`src/design/sd_cmd_defines.svh`:
```
`ifndef SD_CMD_DEFINES_SVH
`define SD_CMD_DEFINES_SVH

// APB register map in byte offsets
`define SD_REG_ARGUMENT    8'h00
`define SD_REG_COMMAND     8'h04
`define SD_REG_CLK_DIV     8'h08
`define SD_REG_RESPONSE    8'h0C
`define SD_REG_INT_STATUS  8'h10
`define SD_REG_INT_ENABLE  8'h14
`define SD_REG_PRESENT     8'h18

`define SD_APB_ADDR_W      8

// command register holds the index in the low bits and the response type above
`define SD_CMD_INDEX_W     6
`define SD_CMD_RESP_LSB    8

`define SD_ARG_W           32
`define SD_CRC_W           7
`define SD_FRAME_LEN       48

`define SD_DIV_W           8
`define SD_CLK_DIV_RST     4

// complete, timeout, crc error, index error
`define SD_INT_W           4

// sd clock periods before a missing start bit counts as timeout
`define SD_NCR_MAX         64

`endif
```
`src/design/sd_cmd_pkg.sv`:
```
`default_nettype none
`include "sd_cmd_defines.svh"

package sd_cmd_pkg;

    // 2 and 3 are reserved and handled like no response
    typedef enum logic [1:0] {
        RESP_NONE  = 2'd0,
        RESP_SHORT = 2'd1
    } resp_type_e;

    typedef struct packed {
        logic [`SD_CMD_INDEX_W-1:0] index;
        resp_type_e                 resp_type;
        logic [`SD_ARG_W-1:0]       argument;
    } cmd_req_t;

    // one per finished command
    typedef struct packed {
        logic [`SD_ARG_W-1:0] card_status;
        logic                 timeout;
        logic                 crc_ok;
        logic                 index_ok;
        logic                 has_response;
        logic                 spare;
    } cmd_result_t;

    // bit 0 is complete
    typedef struct packed {
        logic index_err;
        logic crc_err;
        logic timeout;
        logic complete;
    } int_status_t;

endpackage

`default_nettype wire

```
`src/design/sd_cmd_ctrl.sv`:
```
`timescale 1ns/1ns
`default_nettype none
`include "sd_cmd_defines.svh"

module sd_cmd_ctrl (
    input  wire                      aclk_i,
    input  wire                      arst_n_i,
    input  wire [`SD_APB_ADDR_W-1:0] paddr_i,
    input  wire                      psel_i,
    input  wire                      penable_i,
    input  wire                      pwrite_i,
    input  wire [`SD_ARG_W-1:0]      pwdata_i,
    output wire [`SD_ARG_W-1:0]      prdata_o,
    output wire                      pready_o,
    output wire                      pslverr_o,
    output wire                      sd_clk_o,
    output wire                      sd_cmd_o,
    output wire                      sd_cmd_oe_o,
    input  wire                      sd_cmd_i,
    output wire                      interrupt_o
);

    import sd_cmd_pkg::*;

    cmd_req_t             cmd_req;
    cmd_result_t          cmd_result;
    int_status_t          int_clear;
    int_status_t          int_enable;
    int_status_t          int_status;
    logic                 cmd_start;
    logic                 cmd_busy;
    logic                 cmd_done;
    logic [`SD_DIV_W-1:0] clk_div;
    logic [`SD_ARG_W-1:0] response;

    sd_cmd_regs regs_i (
        .aclk_i       (aclk_i),
        .arst_n_i     (arst_n_i),
        .paddr_i      (paddr_i),
        .psel_i       (psel_i),
        .penable_i    (penable_i),
        .pwrite_i     (pwrite_i),
        .pwdata_i     (pwdata_i),
        .prdata_o     (prdata_o),
        .pready_o     (pready_o),
        .pslverr_o    (pslverr_o),
        .cmd_busy_i   (cmd_busy),
        .int_status_i (int_status),
        .response_i   (response),
        .cmd_req_o    (cmd_req),
        .cmd_start_o  (cmd_start),
        .clk_div_o    (clk_div),
        .int_clear_o  (int_clear),
        .int_enable_o (int_enable)
    );

    sd_cmd_serial serial_i (
        .aclk_i       (aclk_i),
        .arst_n_i     (arst_n_i),
        .clk_div_i    (clk_div),
        .cmd_req_i    (cmd_req),
        .cmd_start_i  (cmd_start),
        .sd_cmd_i     (sd_cmd_i),
        .sd_clk_o     (sd_clk_o),
        .sd_cmd_o     (sd_cmd_o),
        .sd_cmd_oe_o  (sd_cmd_oe_o),
        .cmd_busy_o   (cmd_busy),
        .cmd_done_o   (cmd_done),
        .cmd_result_o (cmd_result)
    );

    sd_cmd_status status_i (
        .aclk_i       (aclk_i),
        .arst_n_i     (arst_n_i),
        .cmd_done_i   (cmd_done),
        .cmd_result_i (cmd_result),
        .int_clear_i  (int_clear),
        .int_enable_i (int_enable),
        .int_status_o (int_status),
        .response_o   (response),
        .interrupt_o  (interrupt_o)
    );

endmodule

`default_nettype wire

```
`src/design/sd_cmd_status.sv`:
```
`timescale 1ns/1ns
`default_nettype none
`include "sd_cmd_defines.svh"

module sd_cmd_status (
    input  wire                          aclk_i,
    input  wire                          arst_n_i,
    input  wire                          cmd_done_i,
    input  wire sd_cmd_pkg::cmd_result_t cmd_result_i,
    input  wire sd_cmd_pkg::int_status_t int_clear_i,
    input  wire sd_cmd_pkg::int_status_t int_enable_i,
    output sd_cmd_pkg::int_status_t      int_status_o,
    output logic [`SD_ARG_W-1:0]         response_o,
    output logic                         interrupt_o
);

    import sd_cmd_pkg::*;

    int_status_t set_bits;

    always_comb begin
        set_bits = '0;
        if (cmd_done_i) begin
            set_bits.complete  = 1'b1;
            set_bits.timeout   = cmd_result_i.timeout;
            set_bits.crc_err   = cmd_result_i.has_response & !cmd_result_i.crc_ok;
            set_bits.index_err = cmd_result_i.has_response & !cmd_result_i.index_ok;
        end
    end

    // new events win over a clear in the same cycle
    always_ff @(posedge aclk_i or negedge arst_n_i) begin
        if (!arst_n_i) begin
            int_status_o <= '0;
        end else begin
            int_status_o <= int_status_t'((int_status_o & ~int_clear_i) | set_bits);
        end
    end

    always_ff @(posedge aclk_i) begin
        if (cmd_done_i && cmd_result_i.has_response) begin
            response_o <= cmd_result_i.card_status;
        end
    end

    assign interrupt_o = |(int_status_o & int_enable_i);

endmodule

`default_nettype wire

```
`src/design/sd_cmd_serial.sv`:
```
`timescale 1ns/1ns
`default_nettype none
`include "sd_cmd_defines.svh"

module sd_cmd_serial (
    input  wire                       aclk_i,
    input  wire                       arst_n_i,
    input  wire [`SD_DIV_W-1:0]       clk_div_i,
    input  wire sd_cmd_pkg::cmd_req_t cmd_req_i,
    input  wire                       cmd_start_i,
    input  wire                       sd_cmd_i,
    output logic                      sd_clk_o,
    output logic                      sd_cmd_o,
    output logic                      sd_cmd_oe_o,
    output logic                      cmd_busy_o,
    output logic                      cmd_done_o,
    output sd_cmd_pkg::cmd_result_t   cmd_result_o
);

    import sd_cmd_pkg::*;

    localparam int HDR_LEN = `SD_FRAME_LEN - `SD_CRC_W - 1;
    localparam int IDX_MSB = `SD_FRAME_LEN - 3;
    localparam int STS_MSB = IDX_MSB - `SD_CMD_INDEX_W;
    localparam int CNT_W   = $clog2(`SD_NCR_MAX > `SD_FRAME_LEN ? `SD_NCR_MAX : `SD_FRAME_LEN + 1);

    typedef enum logic [1:0] {ST_IDLE, ST_SEND, ST_WAIT, ST_RECV} state_e;

    state_e                    state;
    logic [`SD_DIV_W-1:0]      div_cnt;
    logic                      tick;
    logic                      rise_tick;
    logic                      fall_tick;
    logic [CNT_W-1:0]          cnt;
    cmd_req_t                  req_q;
    logic [HDR_LEN-1:0]        tx_sr;
    logic [`SD_FRAME_LEN-2:0]  rx_sr;
    logic [`SD_FRAME_LEN-1:0]  rx_frame;
    logic [`SD_CRC_W-1:0]      crc;
    logic                      tx_bit;
    logic                      resp_short;
    logic                      send_end;
    logic                      ncr_expired;
    logic                      recv_last;

    // polynomial x^7 + x^3 + 1
    function automatic logic [`SD_CRC_W-1:0] crc7_step(input logic [`SD_CRC_W-1:0] c,
                                                       input logic din);
        logic fb;
        fb = din ^ c[`SD_CRC_W-1];
        return {c[5:3], c[2] ^ fb, c[1:0], fb};
    endfunction

    // sd clock toggles every clk_div + 1 cycles
    assign tick      = (div_cnt >= clk_div_i);
    assign rise_tick = tick & !sd_clk_o;
    assign fall_tick = tick & sd_clk_o;

    always_ff @(posedge aclk_i or negedge arst_n_i) begin
        if (!arst_n_i) begin
            div_cnt  <= '0;
            sd_clk_o <= 1'b0;
        end else if (tick) begin
            div_cnt  <= '0;
            sd_clk_o <= ~sd_clk_o;
        end else begin
            div_cnt <= div_cnt + 1'b1;
        end
    end

    assign resp_short  = (req_q.resp_type == RESP_SHORT);
    assign send_end    = (state == ST_SEND) & fall_tick & (cnt == CNT_W'(`SD_FRAME_LEN));
    assign ncr_expired = (state == ST_WAIT) & rise_tick & sd_cmd_i &
                         (cnt == CNT_W'(`SD_NCR_MAX - 1));
    assign recv_last   = (state == ST_RECV) & rise_tick & (cnt == CNT_W'(`SD_FRAME_LEN - 1));
    assign rx_frame    = {rx_sr, sd_cmd_i};

    // header, then crc, then end bit
    always_comb begin
        if (cnt < CNT_W'(HDR_LEN)) begin
            tx_bit = tx_sr[HDR_LEN-1];
        end else if (cnt < CNT_W'(`SD_FRAME_LEN - 1)) begin
            tx_bit = crc[`SD_CRC_W-1];
        end else begin
            tx_bit = 1'b1;
        end
    end

    always_ff @(posedge aclk_i or negedge arst_n_i) begin
        if (!arst_n_i) begin
            state       <= ST_IDLE;
            cnt         <= '0;
            cmd_busy_o  <= 1'b0;
            cmd_done_o  <= 1'b0;
            sd_cmd_oe_o <= 1'b0;
            sd_cmd_o    <= 1'b1;
        end else begin
            cmd_done_o <= send_end & !resp_short | ncr_expired | recv_last;
            case (state)
                ST_IDLE: begin
                    if (cmd_start_i) begin
                        state      <= ST_SEND;
                        cnt        <= '0;
                        cmd_busy_o <= 1'b1;
                    end
                end
                ST_SEND: begin
                    if (send_end) begin
                        sd_cmd_oe_o <= 1'b0;
                        sd_cmd_o    <= 1'b1;
                        cnt         <= '0;
                        state       <= resp_short ? ST_WAIT : ST_IDLE;
                        cmd_busy_o  <= resp_short;
                    end else if (fall_tick) begin
                        sd_cmd_oe_o <= 1'b1;
                        sd_cmd_o    <= tx_bit;
                        cnt         <= cnt + 1'b1;
                    end
                end
                ST_WAIT: begin
                    if (ncr_expired) begin
                        state      <= ST_IDLE;
                        cmd_busy_o <= 1'b0;
                    end else if (rise_tick && !sd_cmd_i) begin
                        state <= ST_RECV;
                        cnt   <= CNT_W'(1);
                    end else if (rise_tick) begin
                        cnt <= cnt + 1'b1;
                    end
                end
                ST_RECV: begin
                    if (recv_last) begin
                        state      <= ST_IDLE;
                        cmd_busy_o <= 1'b0;
                    end else if (rise_tick) begin
                        cnt <= cnt + 1'b1;
                    end
                end
                default: state <= ST_IDLE;
            endcase
        end
    end

    always_ff @(posedge aclk_i) begin
        if (state == ST_IDLE && cmd_start_i) begin
            req_q <= cmd_req_i;
            tx_sr <= {1'b0, 1'b1, cmd_req_i.index, cmd_req_i.argument};
            crc   <= '0;
        end
        if (state == ST_SEND && fall_tick && cnt < CNT_W'(HDR_LEN)) begin
            tx_sr <= tx_sr << 1;
            crc   <= crc7_step(crc, tx_sr[HDR_LEN-1]);
        end else if (state == ST_SEND && fall_tick && cnt < CNT_W'(`SD_FRAME_LEN - 1)) begin
            crc <= crc << 1;
        end
        if ((state == ST_WAIT || state == ST_RECV) && rise_tick) begin
            rx_sr <= rx_frame[`SD_FRAME_LEN-2:0];
            // start bit is zero and leaves the crc at zero
            if (state == ST_WAIT) begin
                crc <= '0;
            end else if (cnt < CNT_W'(HDR_LEN)) begin
                crc <= crc7_step(crc, sd_cmd_i);
            end
        end
        if (recv_last) begin
            cmd_result_o.card_status  <= rx_frame[STS_MSB -: `SD_ARG_W];
            cmd_result_o.timeout      <= 1'b0;
            cmd_result_o.crc_ok       <= (rx_frame[`SD_CRC_W:1] == crc);
            cmd_result_o.index_ok     <= (rx_frame[IDX_MSB -: `SD_CMD_INDEX_W] == req_q.index);
            cmd_result_o.has_response <= 1'b1;
            cmd_result_o.spare        <= 1'b0;
        end else if (send_end | ncr_expired) begin
            cmd_result_o         <= '0;
            cmd_result_o.timeout <= ncr_expired;
        end
    end

    a_oe_in_send: assert property (@(posedge aclk_i) disable iff (!arst_n_i)
        sd_cmd_oe_o |-> state == ST_SEND);

    a_done_pulse: assert property (@(posedge aclk_i) disable iff (!arst_n_i)
        cmd_done_o |=> !cmd_done_o);

endmodule

`default_nettype wire

```
`src/design/sd_cmd_regs.sv`:
```
`timescale 1ns/1ns
`default_nettype none
`include "sd_cmd_defines.svh"

module sd_cmd_regs (
    input  wire                          aclk_i,
    input  wire                          arst_n_i,
    input  wire [`SD_APB_ADDR_W-1:0]     paddr_i,
    input  wire                          psel_i,
    input  wire                          penable_i,
    input  wire                          pwrite_i,
    input  wire [`SD_ARG_W-1:0]          pwdata_i,
    output logic [`SD_ARG_W-1:0]         prdata_o,
    output logic                         pready_o,
    output logic                         pslverr_o,
    input  wire                          cmd_busy_i,
    input  wire sd_cmd_pkg::int_status_t int_status_i,
    input  wire [`SD_ARG_W-1:0]          response_i,
    output sd_cmd_pkg::cmd_req_t         cmd_req_o,
    output logic                         cmd_start_o,
    output logic [`SD_DIV_W-1:0]         clk_div_o,
    output sd_cmd_pkg::int_status_t      int_clear_o,
    output sd_cmd_pkg::int_status_t      int_enable_o
);

    import sd_cmd_pkg::*;

    logic                 access;
    logic                 wr_en;
    logic                 busy;
    logic                 cmd_wr;
    logic                 mapped;
    logic [`SD_ARG_W-1:0] argument_q;

    assign access = psel_i & penable_i;
    assign wr_en  = access & pwrite_i;
    assign cmd_wr = wr_en & (paddr_i == `SD_REG_COMMAND);

    // a launch already pulsed counts as busy too
    assign busy = cmd_busy_i | cmd_start_o;

    always_comb begin
        mapped   = 1'b1;
        prdata_o = '0;
        case (paddr_i)
            `SD_REG_ARGUMENT: prdata_o = argument_q;
            `SD_REG_COMMAND: begin
                prdata_o[`SD_CMD_INDEX_W-1:0] = cmd_req_o.index;
                prdata_o[`SD_CMD_RESP_LSB +: 2] = cmd_req_o.resp_type;
            end
            `SD_REG_CLK_DIV:    prdata_o[`SD_DIV_W-1:0] = clk_div_o;
            `SD_REG_RESPONSE:   prdata_o = response_i;
            `SD_REG_INT_STATUS: prdata_o[`SD_INT_W-1:0] = int_status_i;
            `SD_REG_INT_ENABLE: prdata_o[`SD_INT_W-1:0] = int_enable_o;
            `SD_REG_PRESENT:    prdata_o[0] = cmd_busy_i;
            default:            mapped = 1'b0;
        endcase
    end

    assign pready_o  = access;
    assign pslverr_o = access & (!mapped | (cmd_wr & busy));

    // write one to clear takes effect in the access cycle
    assign int_clear_o = (wr_en && paddr_i == `SD_REG_INT_STATUS) ?
                         int_status_t'(pwdata_i[`SD_INT_W-1:0]) : '0;

    always_ff @(posedge aclk_i or negedge arst_n_i) begin
        if (!arst_n_i) begin
            argument_q   <= '0;
            clk_div_o    <= `SD_DIV_W'(`SD_CLK_DIV_RST);
            int_enable_o <= '0;
            cmd_req_o    <= '0;
            cmd_start_o  <= 1'b0;
        end else begin
            cmd_start_o <= cmd_wr & !busy;
            if (wr_en) begin
                case (paddr_i)
                    `SD_REG_ARGUMENT: argument_q <= pwdata_i;
                    `SD_REG_COMMAND: begin
                        if (!busy) begin
                            cmd_req_o.index     <= pwdata_i[`SD_CMD_INDEX_W-1:0];
                            cmd_req_o.resp_type <= resp_type_e'(pwdata_i[`SD_CMD_RESP_LSB +: 2]);
                            cmd_req_o.argument  <= argument_q;
                        end
                    end
                    `SD_REG_CLK_DIV:    clk_div_o <= pwdata_i[`SD_DIV_W-1:0];
                    `SD_REG_INT_ENABLE: int_enable_o <= int_status_t'(pwdata_i[`SD_INT_W-1:0]);
                    default: ;
                endcase
            end
        end
    end

    // busy rises one cycle after the pulse, so a second launch must wait for done
    a_no_start_busy: assert property (@(posedge aclk_i) disable iff (!arst_n_i)
        cmd_start_o |-> !cmd_busy_i);

endmodule

`default_nettype wire

```
`config.mk`:
```
export PLATFORM = sky130hd
export DESIGN_NAME = sd_cmd_ctrl
export DESIGN_NICKNAME = d
export VERILOG_FILES = /design/src/design/sd_cmd_pkg.sv /design/src/design/sd_cmd_ctrl.sv /design/src/design/sd_cmd_status.sv /design/src/design/sd_cmd_serial.sv /design/src/design/sd_cmd_regs.sv
export VERILOG_INCLUDE_DIRS = /design/src /design/src/design
export SDC_FILE = /design/constraint.sdc
export NUM_CORES = 1
export LEC_CHECK = 0
export ABC_AREA = 1
export BUFFER_PORTS_ARGS = -buffer_cell sky130_fd_sc_hd__buf_2
export CORE_MARGIN = 2
export CORE_UTILIZATION = 35
export DETAILED_ROUTE_END_ITERATION = 12
export GPL_TIMING_DRIVEN = 0
export PLACE_DENSITY_LB_ADDON = 0.05
export SLEW_MARGIN = 10
export SYNTH_ARGS = -nofsm -noshare
export SYNTH_HDL_FRONTEND = slang
export SYNTH_SLANG_ARGS = --single-unit
export TNS_END_PERCENT = 5
```
`constraint.sdc`:
```
create_clock -name aclk_i -period 4.1 [get_ports aclk_i]
set_input_delay 0.205 -clock aclk_i [delete_from_list [all_inputs] [get_ports aclk_i]]
set_output_delay 0.205 -clock aclk_i [all_outputs]
set_load 0.02 [all_outputs]
```
# Word level (Yosys, flattened, before mapping)
# Index checks and enable logic that the tools add are counted.
# totals
elab_cells	172
inputBits	46
reg_bits	278
out_inout_bits	38
# classes
addsub	2
magnitude_cmp	3
muxes	46
bitwise	33
n_eq_ne	23
reduce_logical	31
# op_table
op	count
40-bit 2-to-1 mux	2
37-bit 2-to-1 mux	2
22-bit one-hot mux with 2 select lines	1
6-bit 2-to-1 mux	7
7-bit 2-to-1 mux	6
8-bit by 5-bit == test with 1-bit output (second input constant)	3
6-bit one-hot mux with 4 select lines	1
1-bit AND	18
6-bit == test (second input constant)	3
3-bit one-hot mux with 6 select lines	1
8-bit by 4-bit == test with 1-bit output (second input constant)	2
2-bit one-hot mux with 4 select lines	2
6-bit < comparator (second input constant)	2
2-bit 2-to-1 mux	6
2-bit one-hot mux with 3 select lines	2
4-bit AND reduction	3
1-bit 2-to-1 mux	11
8-bit by 1-bit adder with 8-bit output (second input constant)	1
4-bit AND	2
8-bit by 3-bit == test with 1-bit output (second input constant)	1
8-bit greater-or-equal comparator	1
1-bit logical AND	8
8-bit logical NOT	1
4-bit 2-to-1 mux	2
25 further kinds	50

# Logic depth before layout (Yosys ltp)
# logic_depth
ltp_word	9
ltp_mapped	17
depth_no_buf	16

# Hierarchy
# A second synthesis with hierarchy kept.
# unflattened
cells_unflattened	1224
hier_area_um2	12095.4
# modules_own_cells
module	seq_area_each_um2	area_each_um2	cells_per_inst	instances
sd_cmd_serial	4510.6	6877.8	671	1
sd_cmd_regs	2128.3	4048.9	493	1
sd_cmd_status	1061.0	1168.6	60	1

# Least setup slack after synthesis
# No wires, ideal clock.
# synth_timing
kind	register -> register
startpoint	reg regs_i.clk_div_o[2]
endpoint	reg serial_i.crc[0]
setup_slack_ps	1057
t_arrival_ps	2931
period_less_slack_ps	3043
required_time_ps	3989
setup_time_ps	111
n_path_buf	1
stages_incl_launch_ff	15
cell_sequence	dfstp_2 inv_1 ha_1 nand2_1 nor2_1 nor2_1 nand2_1 nand2_1 nand2_1 buf_2 nand3_1 inv_1 o21ai_0 nand2_1 inv_1
# synth_via
elab_chain_len	9
elab_cells_between_ends	12
classes_between	1 x order compare; 5 x mux; 2 x bitwise; 4 x reduce/logical
# synth_lines
item	line_no	source
start: declaration	sd_cmd_regs.sv:21	output logic [`SD_DIV_W-1:0] clk_div_o,
start signal: assignment	sd_cmd_regs.sv:70	clk_div_o <= `SD_DIV_W'(`SD_CLK_DIV_RST);
start signal: assignment	sd_cmd_regs.sv:86	`SD_REG_CLK_DIV: clk_div_o <= pwdata_i[`SD_DIV_W-1:0];
8-bit greater-or-equal comparator *	sd_cmd_serial.sv:55	assign tick = (div_cnt >= clk_div_i);
1-bit AND	sd_cmd_serial.sv:57	assign fall_tick = tick & sd_clk_o;
1-bit logical AND	sd_cmd_serial.sv:150, sd_cmd_serial.sv:153	
1-bit logical AND	sd_cmd_serial.sv:153	end else if (state == ST_SEND && fall_tick && cnt < CNT_W'(`SD_FRAME_LEN - 1)) begin
7-bit 2-to-1 mux	sd_cmd_serial.sv:153	
7-bit 2-to-1 mux	sd_cmd_serial.sv:150	if (state == ST_SEND && fall_tick && cnt < CNT_W'(HDR_LEN)) begin
7-bit 2-to-1 mux	sd_cmd_serial.sv:161	end else if (cnt < CNT_W'(HDR_LEN)) begin
7-bit 2-to-1 mux	sd_cmd_serial.sv:159	if (state == ST_WAIT) begin
7-bit 2-to-1 mux *	sd_cmd_serial.sv:156	if ((state == ST_WAIT || state == ST_RECV) && rise_tick) begin
end signal: assignment	sd_cmd_serial.sv:152	crc <= crc7_step(crc, tx_sr[HDR_LEN-1]);
end signal: assignment	sd_cmd_serial.sv:154	crc <= crc << 1;
end signal: assignment	sd_cmd_serial.sv:162	crc <= crc7_step(crc, sd_cmd_i);
end: declaration	sd_cmd_serial.sv:39	logic [`SD_CRC_W-1:0] crc;
# Mark *: on every way between the ends. The rest lies on a longest branch, timed or not.
# A chain may end at the register's enable or synchronous reset.

# Final worst setup path
# layout_timing
startpoint	reg regs_i.clk_div_o[2]
endpoint	reg serial_i.tx_sr[27] (data pin)
# layout_via
elab_chain_len	5
# layout_lines
item	line_no	source
8-bit greater-or-equal comparator	sd_cmd_serial.sv:55	
1-bit AND	sd_cmd_serial.sv:57	
1-bit logical AND (2 in series)	sd_cmd_serial.sv:150	
40-bit 2-to-1 mux	sd_cmd_serial.sv:150	
end signal: assignment	sd_cmd_serial.sv:147	tx_sr <= {1'b0, 1'b1, cmd_req_i.index, cmd_req_i.argument};
end signal: assignment	sd_cmd_serial.sv:151	tx_sr <= tx_sr << 1;
end: declaration	sd_cmd_serial.sv:36	logic [HDR_LEN-1:0] tx_sr;
# Every way passes these cells.

==> results.py <==
metrics = {
    "cts": {
        "path_clk_slew_ns": 0.06,
        "cts_buffers": 31,
        "cts_root_buf": "clkbuf_16",
        "clock_path_buffers": 3,
        "htree_levels": 1,
        "insertion_delay_ns": 0.56,
        "cts_tree": "yes",
        "clkSinkCount": 278,
        "post_cts_resized": 0,
    },
    "timing": {
        "drv_slew": 0,
        "hold_ws_ns": 0.0280,
        "finalSetupViolCount": 0,
        "fmax_mhz": 316,
        "relSlewSlack_pct": 24.6,
        "worst_pin_slew_ns": 1.12,
        "rsz0062_at_grt": "no",
        "hold_viol": 0,
        "fin_crit_sh_pct": 77.1,
        "min_period_ns": 3.16,
        "finalClockSkew_ns": 0.0153,
    },
    "setup_path": {
        "startpoint_type": "flip-flop",
        "cp-end-kind": "flip-flop",
        "cpMaxStageDelayCell": "dfstp_2",
        "cp.arrival_ns": 3.58,
        "critPathTopFamily": "simple AND/OR/NAND/NOR gates",
        "required_ns": 4.52,
        "cp_num_buf_inv": 4,
        "crit_top_cell": "nand2_1",
        "cp_max_fo": 10,
        "crit_chain": "inv_1 -> ha_1 -> nand2_1 -> nor2_1 -> nor2_1 -> nand2_1 -> nand2_1 -> nand2_1 -> nand4_1 -> inv_1 -> buf_2 -> buf_2 -> nand2_1 -> nand2_1",
        "critical_path_class": "reg2reg",
        "slowest_delay_ns": 0.53,
    },
    "layout": {
        "drive_gt1_share_pct": 14.8,
        "synthToLayoutAreaGrowth_pct": 20.5,
        "multi_input_area_mm2": 0.00334,
        "final_nets": 1363,
        "fill_cells": 3248,
        "design_area_mm2": 0.0142,
        "register_area_mm2": 0.00770,
    },
    "logic_synthesis": {
        "synthMostInstantiatedCell": "nand2_1",
        "synth_area_leaders": "edfxtp_1, dfrtp_1, nand2_1",
        "yosysWarningCount": 0,
        "ys_seq_area_share_pct": 65.4,
        "yosysTopAreaCell": "edfxtp_1",
        "synth_enable_flop_cells": 158,
        "synth_cell_type_count": 40,
        "synth_seq_cells": 278,
        "syn_area_per_cell_um2": 10.2,
        "synth.top_cell.area_share_pct": 40.3,
        "async_flop_share_pct": 39.6,
        "syn_inst": 1154,
        "synth_nets": 1211,
        "syn-cell-area_mm2": 0.0118,
        "synthFlopType": "edfxtp_1",
        "synthTopCellsByCount": "nand2_1, edfxtp_1, inv_1",
    },
    "power": {
        "p_leak_nw": 6.37,
        "peakVddDrop_mv": 0.331,
        "power.density_mw_per_mm2": 507,
    },
    "place": {
        "dp_hpwl_mm": 20.6,
        "routabilityCongestion": 0.833,
        "io_buffers": 83,
        "placed_area_mm2": 0.0129,
    },
    "grt": {
        "grt_pass1_wl_mm": 46.0,
        "grt_max_degree": 57,
        "track_usage_pct": 16.7,
        "grt_overflow_total": 0,
        "antenna_found_initial": 0,
        "grt_pass1_vias": 7996,
    },
    "drt": {
        "drt-initial-drc-count": 458,
        "drc": 0,
        "dr.pass1.iters": 4,
        "via_count": 8093,
        "wl_per_cell_um": 16.4,
        "antenna_left": 0,
        "wl_mm": 29.2,
        "vias_per_cell": 4.55,
    },
    "flow_run": {
        "cap_violations": 0,
    },
    "die": {
        "ios": 84,
        "die_h_um": 187,
        "rows": 67,
        "dieArea_mm2": 0.0351,
        "core_mm2": 0.0333,
        "die-width_um": 187,
        "start_util_pct": 35.4,
    },
    "outcome": {
        "status": "completed",
    },
    "worst_hold_path": {
        "hold_class": "in2reg",
    },
}
worst reg2reg max path, stage by stage (launching register included):
cell and delay (ns):
dfstp_2 0.53, inv_1 0.07, ha_1 0.28, nand2_1 0.06, nor2_1 0.10, nor2_1 0.04
nand2_1 0.05, nand2_1 0.05, nand2_1 0.24, nand4_1 0.50, inv_1 0.31, buf_2 0.33
buf_2 0.30, nand2_1 0.10, nand2_1 0.07
per-stage QoR:
stage          util, %  cells  setup WS (ns)  TNS, ns  total power [mW]
3_3_place_gp      38.3   1685         -0.181    -6.92              4.50
3_5_place_dp      38.6   1689          0.942        0              4.53
5_1_grt           42.6   1779          0.629        0              7.59
6_report          42.6   1780          0.938        0              7.19
2_1_floorplan        -   1154           1.06        0              4.16
4_1_cts           42.6   1779          0.912        0              7.31
power by group:
group          switching (mW)  leakage, nW  internal [mW]  total, mW
Combinational           0.639         2.88          0.313      0.952
Sequential              0.171         2.99           3.35       3.52
Clock                    1.10        0.499           1.62       2.72
Total                    1.91         6.37           5.28       7.19
final timing paths:
check                                          start                      to  slack [ns]  cells past startpoint
setup / recovery                 regs_i.clk_div_o[2]      serial_i.tx_sr[27]        0.94                     14
hold / removal                           pwdata_i[2]    regs_i.cmd_req_o[36]        0.03                      3
setup reg to reg                 regs_i.clk_div_o[2]      serial_i.tx_sr[27]        0.94                     14
hold reg to reg            serial_i.cmd_result_o[10]  status_i.response_o[5]        0.41                      0
max in group asynchronous                   arst_n_i    regs_i.cmd_req_o[18]        3.19                      3
min in group asynchronous                   arst_n_i         serial_i.cnt[1]        0.18                      2
sequential cells by signal (all words and copies together) (netlist names), 2 cells and up:
| signal | flops |
|---|---|
| serial_i.state | 2 |
| serial_i.crc | 7 |
| serial_i.cmd_result_o | 36 |
| status_i.response_o | 32 |
| regs_i.cmd_req_o | 40 |
| serial_i.cnt | 6 |
| regs_i.int_enable_o | 4 |
| serial_i.rx_sr | 45 |
| regs_i.clk_div_o | 8 |
| regs_i.argument_q | 32 |
| serial_i.req_q | 8 |
| serial_i.div_cnt | 8 |
| status_i.int_status_o | 4 |
| serial_i.tx_sr | 40 |
layout by cell type, fill, tap and decap left out, types with 2 or more instances in the layout:
cell type	n
a21boi_0	3
a21oi_1	38
buf_12	2
buf_16	2
buf_2	85
buf_6	8
bufinv_16	2
clkbuf_1	32
clkbuf_16	31
clkbuf_8	6
clkinv_1	6
clkinv_2	8
dfrtp_1	108
dfstp_2	2
dfxtp_1	10
dlygate4sd3_1	32
edfxtp_1	158
ha_1	11
inv_1	138
nand2_1	326
nand2_2	4
nand3_1	51
nand4_1	7
nor2_1	98
nor3_1	4
nor3_4	2
nor4_1	4
o2111ai_1	3
o211ai_1	4
o21a_1	2
o21ai_0	70
o21ai_2	36
o21bai_1	2
o221ai_1	2
o22ai_1	5
or2_2	2
xnor2_1	7
xor2_1	8
cell families after synthesis:
family	after synthesis	synth area share, %
compound gates	168	8.78
buf+inv	179	6.22
simple gates	503	17.3
xor+xnor	15	1.12
fa+ha+maj	11	1.17
flops	278	65.4
repair_timing:
| action | in CTS | in global routing |
|---|---|---|
| setup buffers | 0 | 0 |
| hold endpoints to repair | 92 | 0 |
| hold buffers | 32 | 0 |
per-layer routing:
layer	GRT usage [%]	wire, um
met5	0	0
met1	23.5	14100
met3	2.16	783
met4	5.25	869
met2	27.1	13400
final cells by class:
class	count	area share [%]
repair buffers	119	5.90
plain buffers	36	1.35
clock buffers	43	6.21
diodes	1	0.0176
well taps	448	3.95
multi-input cells	697	23.6
inverters	143	3.81
flip-flops and latches	278	54.3
clock inverters	15	0.891
No activity file was read; power rests on OpenSTA's default activity.
